## config.mk

```make
export PLATFORM = sky130hd
export DESIGN_NAME = acq_top
export DESIGN_NICKNAME = d
export VERILOG_FILES = /design/src/design/acq_pkg.sv /design/src/design/acq_regs.sv /design/src/design/acq_top.sv /design/src/design/acq_trigger.sv /design/src/design/chop_gen.sv /design/src/design/conv_timer.sv
export SDC_FILE = /design/constraint.sdc
export NUM_CORES = 1
export LEC_CHECK = 0
export BUFFER_PORTS_ARGS = -buffer_cell sky130_fd_sc_hd__clkbuf_2
export CAP_MARGIN = 20
export CORE_MARGIN = 2
export CORE_UTILIZATION = 25
export CTS_CLUSTER_SIZE = 28
export DETAILED_ROUTE_END_ITERATION = 6
export MAX_ROUTING_LAYER = met4
export PLACE_DENSITY = 0.47
export SLEW_MARGIN = 20
export SYNTH_ARGS = -nofsm -noshare
export SYNTH_HDL_FRONTEND = slang
export SYNTH_HIERARCHICAL = 1
export SYNTH_SLANG_ARGS = --single-unit
```

## constraint.sdc

```tcl
create_clock -name adc_read_clk -period 3.55 [get_ports adc_read_clk]
set_input_delay 0.1775 -clock adc_read_clk [delete_from_list [all_inputs] [get_ports adc_read_clk]]
set_output_delay 0.1775 -clock adc_read_clk [all_outputs]
set_load 0.05 [all_outputs]
```

## src/design/acq_pkg.sv

```systemverilog
/*
 * acquisition control package
 * register map, control/status bit positions, vector types
 * and conversion timing constants shared by the core
 */

package acq_pkg;

   // ******************************
   // types
   // ******************************
   typedef logic [5:0]  apb_addr_t;  // register byte address
   typedef logic [31:0] apb_data_t;  // register data word
   typedef logic [5:0]  cycle_cnt_t; // position in one conversion, like the spi clk count
   typedef logic [15:0] frame_cnt_t; // chopper frames, period and change count

   // ******************************
   // register map
   // ******************************
   localparam apb_addr_t CTRL_ADDR   = 6'h00; // r/w
   localparam apb_addr_t STATUS_ADDR = 6'h04; // read only
   localparam apb_addr_t CHOP_ADDR   = 6'h08; // r/w, period | change count

   // control register bits
   localparam int STRG_BIT    = 0; // soft trigger
   localparam int CHOP_ON_BIT = 1; // chopper enable

   // status register bits
   localparam int ACQ_ON_BIT = 9;  // acquisition running
   localparam int CHOP_BIT   = 10; // live chopper level

   // chop register split, period on top
   localparam int CHOP_MAX_LSB = 16;

   // ******************************
   // conversion timing
   // ******************************
   localparam int CONV_CYCLES  = 40; // clocks per conversion
   localparam int CNVST_CYCLES = 4;  // convert strobe width at start of conversion

endpackage

```

## src/design/acq_regs.sv

```systemverilog
/*
 * acquisition register block
 * apb slave, no wait states, holding the control word and the
 * chopper period/change word; status word is built from live
 * acquisition and chopper state. bad accesses flag pslverr
 */

`timescale 1ns/1ps

module acq_regs (
   input  logic               adc_read_clk,
   input  logic               acqe_arst_sync, // active low
   // apb slave
   input  logic               psel_i,
   input  logic               penable_i,
   input  logic               pwrite_i,
   input  acq_pkg::apb_addr_t paddr_i,
   input  acq_pkg::apb_data_t pwdata_i,
   output acq_pkg::apb_data_t prdata_o,
   output logic               pready_o,
   output logic               pslverr_o,
   // live status
   input  logic               acq_on_i,
   input  logic               chop_i,
   // control out
   output logic               strg_o,
   output logic               chop_on_o,
   output acq_pkg::frame_cnt_t chop_max_o,
   output acq_pkg::frame_cnt_t chop_change_o
);

   localparam int FW = $bits(acq_pkg::frame_cnt_t);

   acq_pkg::apb_data_t ctrl_q;   // control word, full 32 bits kept
   acq_pkg::apb_data_t chop_q;   // period in top half, change count below
   acq_pkg::apb_data_t status_w;
   acq_pkg::apb_data_t rd_mux;

   logic access;
   logic ctrl_hit, status_hit, chop_hit;
   logic bad_acc;
   logic wr_en;

   // ******************************
   // address decode
   // ******************************
   assign access     = psel_i & penable_i; // access phase only
   assign ctrl_hit   = (paddr_i == acq_pkg::CTRL_ADDR);
   assign status_hit = (paddr_i == acq_pkg::STATUS_ADDR);
   assign chop_hit   = (paddr_i == acq_pkg::CHOP_ADDR);

   // unmapped, or write to the read-only status word
   assign bad_acc = access &
                    (~(ctrl_hit | status_hit | chop_hit) | (status_hit & pwrite_i));

   assign wr_en = access & pwrite_i & ~bad_acc;

   assign pready_o  = 1'b1;     // never stalls
   assign pslverr_o = bad_acc;

   // ******************************
   // registers
   // ******************************
   always_ff @(posedge adc_read_clk or negedge acqe_arst_sync) begin
      if (!acqe_arst_sync) begin
         ctrl_q <= '0;
         chop_q <= '0;
      end else begin
         if (wr_en && ctrl_hit) begin
            ctrl_q <= pwdata_i; // lands on the edge closing the access
         end
         if (wr_en && chop_hit) begin
            chop_q <= pwdata_i;
         end
      end
   end

   // status word, only two live bits
   always_comb begin
      status_w = '0;
      status_w[acq_pkg::ACQ_ON_BIT] = acq_on_i;
      status_w[acq_pkg::CHOP_BIT]   = chop_i;
   end

   // ******************************
   // read path
   // ******************************
   always_comb begin
      rd_mux = '0; // unmapped reads back zero
      if (ctrl_hit) begin
         rd_mux = ctrl_q;
      end else if (status_hit) begin
         rd_mux = status_w;
      end else if (chop_hit) begin
         rd_mux = chop_q;
      end
   end

   // valid in the access cycle of a read, zero otherwise
   assign prdata_o = (access && !pwrite_i) ? rd_mux : '0;

   // control fan-out
   assign strg_o        = ctrl_q[acq_pkg::STRG_BIT];
   assign chop_on_o     = ctrl_q[acq_pkg::CHOP_ON_BIT];
   assign chop_max_o    = chop_q[acq_pkg::CHOP_MAX_LSB +: FW]; // period
   assign chop_change_o = chop_q[0 +: FW];                     // change count

endmodule

```

## src/design/acq_top.sv

```systemverilog
/*
 * acquisition control core top
 * apb register block, soft trigger detect, conversion timer
 * and chopper, all on adc_read_clk
 */

`timescale 1ns/1ps

module acq_top (
   input  logic               adc_read_clk,
   input  logic               acqe_arst_sync, // active low
   // apb slave
   input  logic               psel_i,
   input  logic               penable_i,
   input  logic               pwrite_i,
   input  acq_pkg::apb_addr_t paddr_i,
   input  acq_pkg::apb_data_t pwdata_i,
   output acq_pkg::apb_data_t prdata_o,
   output logic               pready_o,
   output logic               pslverr_o,
   // adc side
   output logic               adc_cnvst_o,
   output logic               adc_chop_o,
   output logic               acq_on_o
);

   logic                strg;        // soft trigger bit
   logic                chop_on;     // chopper enable bit
   acq_pkg::frame_cnt_t chop_max;    // period
   acq_pkg::frame_cnt_t chop_change; // change count
   logic                frame_start;

   // ******************************
   // registers
   // ******************************
   acq_regs i_acq_regs (
      .adc_read_clk   (adc_read_clk),
      .acqe_arst_sync (acqe_arst_sync),
      .psel_i         (psel_i),
      .penable_i      (penable_i),
      .pwrite_i       (pwrite_i),
      .paddr_i        (paddr_i),
      .pwdata_i       (pwdata_i),
      .prdata_o       (prdata_o),
      .pready_o       (pready_o),
      .pslverr_o      (pslverr_o),
      .acq_on_i       (acq_on_o),   // status readback
      .chop_i         (adc_chop_o), // status readback
      .strg_o         (strg),
      .chop_on_o      (chop_on),
      .chop_max_o     (chop_max),
      .chop_change_o  (chop_change)
   );

   // trigger generation
   acq_trigger i_acq_trigger (
      .adc_read_clk   (adc_read_clk),
      .acqe_arst_sync (acqe_arst_sync),
      .strg_i         (strg),
      .acq_on_o       (acq_on_o)
   );

   // ******************************
   // conversion pacing
   // ******************************
   conv_timer i_conv_timer (
      .adc_read_clk   (adc_read_clk),
      .acqe_arst_sync (acqe_arst_sync),
      .cnvst_o        (adc_cnvst_o),
      .frame_start_o  (frame_start)
   );

   chop_gen i_chop_gen (
      .adc_read_clk   (adc_read_clk),
      .acqe_arst_sync (acqe_arst_sync),
      .frame_start_i  (frame_start),
      .chop_on_i      (chop_on),
      .chop_max_i     (chop_max),
      .chop_change_i  (chop_change),
      .chop_o         (adc_chop_o)
   );

endmodule

```

## src/design/acq_trigger.sv

```systemverilog
/*
 * software trigger edge detect
 * two stage delay pipe on the soft trigger bit; a rising
 * edge sets the acquisition-on flag until the next reset
 */

`timescale 1ns/1ps

module acq_trigger (
   input  logic adc_read_clk,
   input  logic acqe_arst_sync, // active low
   input  logic strg_i,         // soft trigger, from control word
   output logic acq_on_o
);

   logic [1:0] soft_trig_dly; // [1] older, [0] newer

   always_ff @(posedge adc_read_clk or negedge acqe_arst_sync) begin
      if (!acqe_arst_sync) begin
         // ones, so a trigger already high at release is ignored
         soft_trig_dly <= 2'b11;
         acq_on_o      <= 1'b0;
      end else begin
         soft_trig_dly <= {soft_trig_dly[0], strg_i}; // delay pipe

         // 0 then 1 seen, rising edge
         if (soft_trig_dly == 2'b01) begin
            acq_on_o <= 1'b1; // sticky
         end
      end
   end

endmodule

```

## src/design/chop_gen.sv

```systemverilog
/*
 * chopper generator
 * counts conversion frames up to the programmed period and
 * holds the chop output high while the count is below the
 * change count, so change/period sets the duty cycle
 */

`timescale 1ns/1ps

module chop_gen (
   input  logic                adc_read_clk,
   input  logic                acqe_arst_sync, // active low
   input  logic                frame_start_i,  // once per conversion
   input  logic                chop_on_i,
   input  acq_pkg::frame_cnt_t chop_max_i,     // period in frames
   input  acq_pkg::frame_cnt_t chop_change_i,  // frames high per period
   output logic                chop_o
);

   acq_pkg::frame_cnt_t frame_cnt;
   logic                frame_wrap;

   // ******************************
   // period wrap
   // ******************************
   // zero period parks the count at 0
   // >= also catches a period lowered under the running count
   assign frame_wrap = (chop_max_i == '0) ||
                       (frame_cnt >= chop_max_i - acq_pkg::frame_cnt_t'(1));

   always_ff @(posedge adc_read_clk or negedge acqe_arst_sync) begin
      if (!acqe_arst_sync) begin
         frame_cnt <= '0;
         chop_o    <= 1'b0;
      end else if (!chop_on_i) begin
         frame_cnt <= '0;   // disabled, parked
         chop_o    <= 1'b0;
      end else if (frame_start_i) begin
         // level for this frame from the current count
         chop_o <= (frame_cnt < chop_change_i);

         if (frame_wrap) begin
            frame_cnt <= '0;
         end else begin
            frame_cnt <= frame_cnt + 1'b1;
         end
      end
   end

endmodule

```

## src/design/conv_timer.sv

```systemverilog
/*
 * conversion cycle timer
 * free running count modulo CONV_CYCLES; registered convert
 * strobe over the first CNVST_CYCLES counts, frame start pulse
 * while the count sits at 0
 */

`timescale 1ns/1ps

module conv_timer (
   input  logic adc_read_clk,
   input  logic acqe_arst_sync, // active low
   output logic cnvst_o,        // adc convert strobe
   output logic frame_start_o   // one cycle, count == 0
);

   localparam acq_pkg::cycle_cnt_t LAST_CNT = acq_pkg::cycle_cnt_t'(acq_pkg::CONV_CYCLES - 1);

   acq_pkg::cycle_cnt_t cycle_cnt;
   acq_pkg::cycle_cnt_t cycle_cnt_nxt;

   // wrap at end of conversion
   assign cycle_cnt_nxt = (cycle_cnt == LAST_CNT) ? '0 : cycle_cnt + 1'b1;

   always_ff @(posedge adc_read_clk or negedge acqe_arst_sync) begin
      if (!acqe_arst_sync) begin
         cycle_cnt <= LAST_CNT; // first edge out of reset opens a full conversion
         cnvst_o   <= 1'b0;
      end else begin
         cycle_cnt <= cycle_cnt_nxt;
         // strobe follows the count it belongs to
         cnvst_o   <= (cycle_cnt_nxt < acq_pkg::CNVST_CYCLES);
      end
   end

   assign frame_start_o = (cycle_cnt == '0);

endmodule

```

==> impl_metrics.yaml <==
global_routing:
  grt_pass1_wl_mm: 22.4
  grt_pass1_vias: 4227
  grt_usage_pct: 12.3
  antenna_found_initial: 0
  grt_max_degree: 64
  grt_overflow: 0
cells_and_area:
  nets: 665
  fin_area_um2: 6720
  num_antenna_cells: 0
  syn_to_final_growth_pct: 21.3
  layout_common_cells: "dfrtp_1, clkbuf_2, nor2_1"
  layout_commonest_cell: "dfrtp_1"
  drive_gt1_share_pct: 35.6
clock_network:
  cts.htree.levels: 3
  clockBufferDepth: 2
  clkTransAtPathRegs_ns: 0.08
  postCtsSetupRepairBufs: 0
  cts_made_buffers: 9
  cts_tree: "built"
  cts_num_sinks: 91
  cts_root_buf: "clkbuf_16"
  clkLatencyLatePin_ns: 0.36
die:
  die_h_um: 153
  core_area_um2: 21800
  io_pins: 80
  die-area_um2: 23400
  start_util_pct: 25.4
  die_x_um: 153
  rows: 54
timing:
  min_period_ns: 3.55
  fin_skew_ns: 0.0108
  min_period_over_period_pct: 100
  drv_slew: 0
  fin_tns_setup_ns: -0.00110
  setup_viol: 1
  finalWorstSetupSlack_ns: -0.00110
  worstMarginPinSlew_ns: 0.863
  rsz0062_at_grt: "yes"
  hold_viol: 0
  max_freq_mhz: 282
  max-slew-margin-rel_pct: 42.4
run_status:
  violations: "negative setup slack"
  status: "finished, violations left"
drt:
  wl_met1_mm: 6.41
  wl_mm: 13.5
  drt_drc_violations_left: 0
  vias: 4109
  wl_per_cell_um: 15.5
  drtIter0Drc: 187
  met2_length_mm: 6.49
  wl_met3_um: 417
  dr.pass1.iters: 4
  ant_nets: 0
  via_per_inst: 4.71
  top_layer: "met4"
synth:
  synthArstFlopShare_pct: 100
  synth-xor-area-share_pct: 2.37
  synth_top_flop_cell: "dfrtp_1"
  yosys.cell_types.count: 59
  synth_edf_count: 0
  syn-cell-area_um2: 5540
  synth_top_family_by_area: "multiplexers"
  synthMuxAreaShare_pct: 21.2
  synth_area_per_cell_um2: 11.2
  yosysTopAreaCell: "dfrtp_1"
  syn_inst: 496
  ys_seq_elements: 91
  synth.net_count: 574
  synth-compound-area-share_pct: 9.32
  netlist.area_leader.share_pct: 38.4
  synthAdderAreaFrac_pct: 7.90
  synth_warnings: 6
  yosys-top-cells-area: "dfrtp_1, mux2_4, ha_1"
  synthSimpleGateAreaFrac_pct: 13.0
  ys_seq_area_share_pct: 41.2
setup_path:
  worstPathArrival_ns: 3.76
  worst_setup_path_end_kind: "flip-flop"
  startpoint_type: "flip-flop"
  critPathKind: "reg2reg"
  crit_slowest_cell: "or4_4"
  worstRegToRegCells: 13
  crit_path_cell_trace: "inv_2, ha_4, or4b_4, nand2b_4, or4_4, xor2_1, ha_1, nand4_1, or4_1, o32a_1, buf_12, a41oi_2, a31oi_1"
  critPathMaxStageDelay_ns: 0.47
  required_ns: 3.76
  critPathMaxFanout: 27
pwr:
  p_total_uw: 2490
  ir_drop_v: 0.000225
  powerDensity_nw_per_um2: 370
  leakage_uw: 0.00316
placement:
  placed_cell_area_um2: 6340
  place_congestion: 0.807
  dp_hpwl_mm: 9.84
  portBuffers: 78
hold_path:
  hold_class: "in2reg"
  holdPathStages: 2
job:
  max_cap_violations: 0
## registers in the layout, indices dropped and copies added, names as in the netlist
| signal | flops |
|---|---|
| i_chop_gen/frame_cnt | 16 |
| i_acq_trigger/soft_trig_dly | 2 |
| i_acq_regs/chop_q | 32 |
| i_conv_timer/cnvst_o | 1 |
| i_acq_regs/ctrl_q | 32 |
| i_conv_timer/cycle_cnt | 6 |
| i_acq_trigger/acq_on_o | 1 |
| i_chop_gen/chop_o | 1 |
## metrics by stage
step	std cells	hold slack, ns	utilization, %	setup WS (ns)
2_1_floorplan	496	-0.118	-	-0.0599
3_3_place_gp	855	0.339	29.1	-0.0456
3_5_place_dp	855	0.349	29.1	-0.0934
4_1_cts	872	0.0490	30.6	0.0204
5_1_grt	872	0.0495	30.8	-0.142
6_report	872	0.0647	30.8	-0.00110
## cells by family after synthesis
group / after synthesis
AND/OR/NAND/NOR: 133
multiplexers: 98
flip-flops: 91
AO/OA/AOI/OAI: 72
buffers and inverters: 51
adder cells (fa/ha/maj): 35
XOR/XNOR: 15
other: 1
## repair_timing
| action | CTS | global route |
|---|---|---|
| setup endpoints to repair | 16 | 16 |
| pin swaps | 1 | 2 |
| hold buffers | 1 | 0 |
| resized for setup | 8 | 5 |
| hold endpoints to repair | 57 | 0 |
## metal layers
metal  up-vias  track usage [%]
li1       1995                -
met1      2036             15.9
met2        65             19.6
met3        13             2.10
met4         0             4.41
met5         -                -
## path summary, 6_finish.rpt
kind                            slack (ns)                      startpoint                              to
worst min-delay path                  0.06                     pwdata_i[5]            i_acq_regs/chop_q[5]
worst max-delay path                -0.001           i_acq_regs/chop_q[17]         i_chop_gen/frame_cnt[7]
worst max register to register      -0.001           i_acq_regs/chop_q[17]         i_chop_gen/frame_cnt[7]
max in group asynchronous             2.19                  acqe_arst_sync  i_acq_trigger/soft_trig_dly[0]
min in group asynchronous             0.45                  acqe_arst_sync           i_acq_regs/ctrl_q[26]
worst min register to register        0.37  i_acq_trigger/soft_trig_dly[0]  i_acq_trigger/soft_trig_dly[1]
## power breakdown
part | internal [uW] | total, uW | switching (uW) | leakage [uW]
logic | 200 | 412 | 212 | 0.00179
registers | 1080 | 1110 | 31.6 | 0.00123
clock network | 494 | 967 | 473 | 0.000141
total | 1770 | 2490 | 717 | 0.00316
## cell usage after synthesis, types with 5 or more instances
cell type,count
a21o_1,12
a21oi_1,6
a31oi_1,18
a41oi_1,6
buf_6,8
clkbuf_1,6
dfrtp_1,85
dfstp_2,6
ha_1,35
inv_1,27
mux2_2,33
mux2_4,30
mux2i_1,34
nand2_1,19
nand2b_1,6
nand3_1,15
nand4_1,10
nor2_1,45
nor3_1,5
o21a_1,5
o21ai_0,6
xnor2_1,9
xor2_1,6
## critical path: cells and delay by family, from the launching register on
family | cells | cell delay [ns]
simple gates | 5 | 1.58
compound gates | 3 | 0.57
fa+ha+maj | 2 | 0.44
flops | 1 | 0.39
buf+inv | 2 | 0.25
xor+xnor | 1 | 0.17
## layout make-up
type                    count  area (um^2)
repair buffers            104          616
multi-input cells         354         3080
clock inverters             7         70.1
inverters                  27          101
well taps                 280          350
fillers                  2227        15100
flip-flops and latches     91         2280
clock buffers               9          225
No activity file was read; power rests on OpenSTA's default activity.
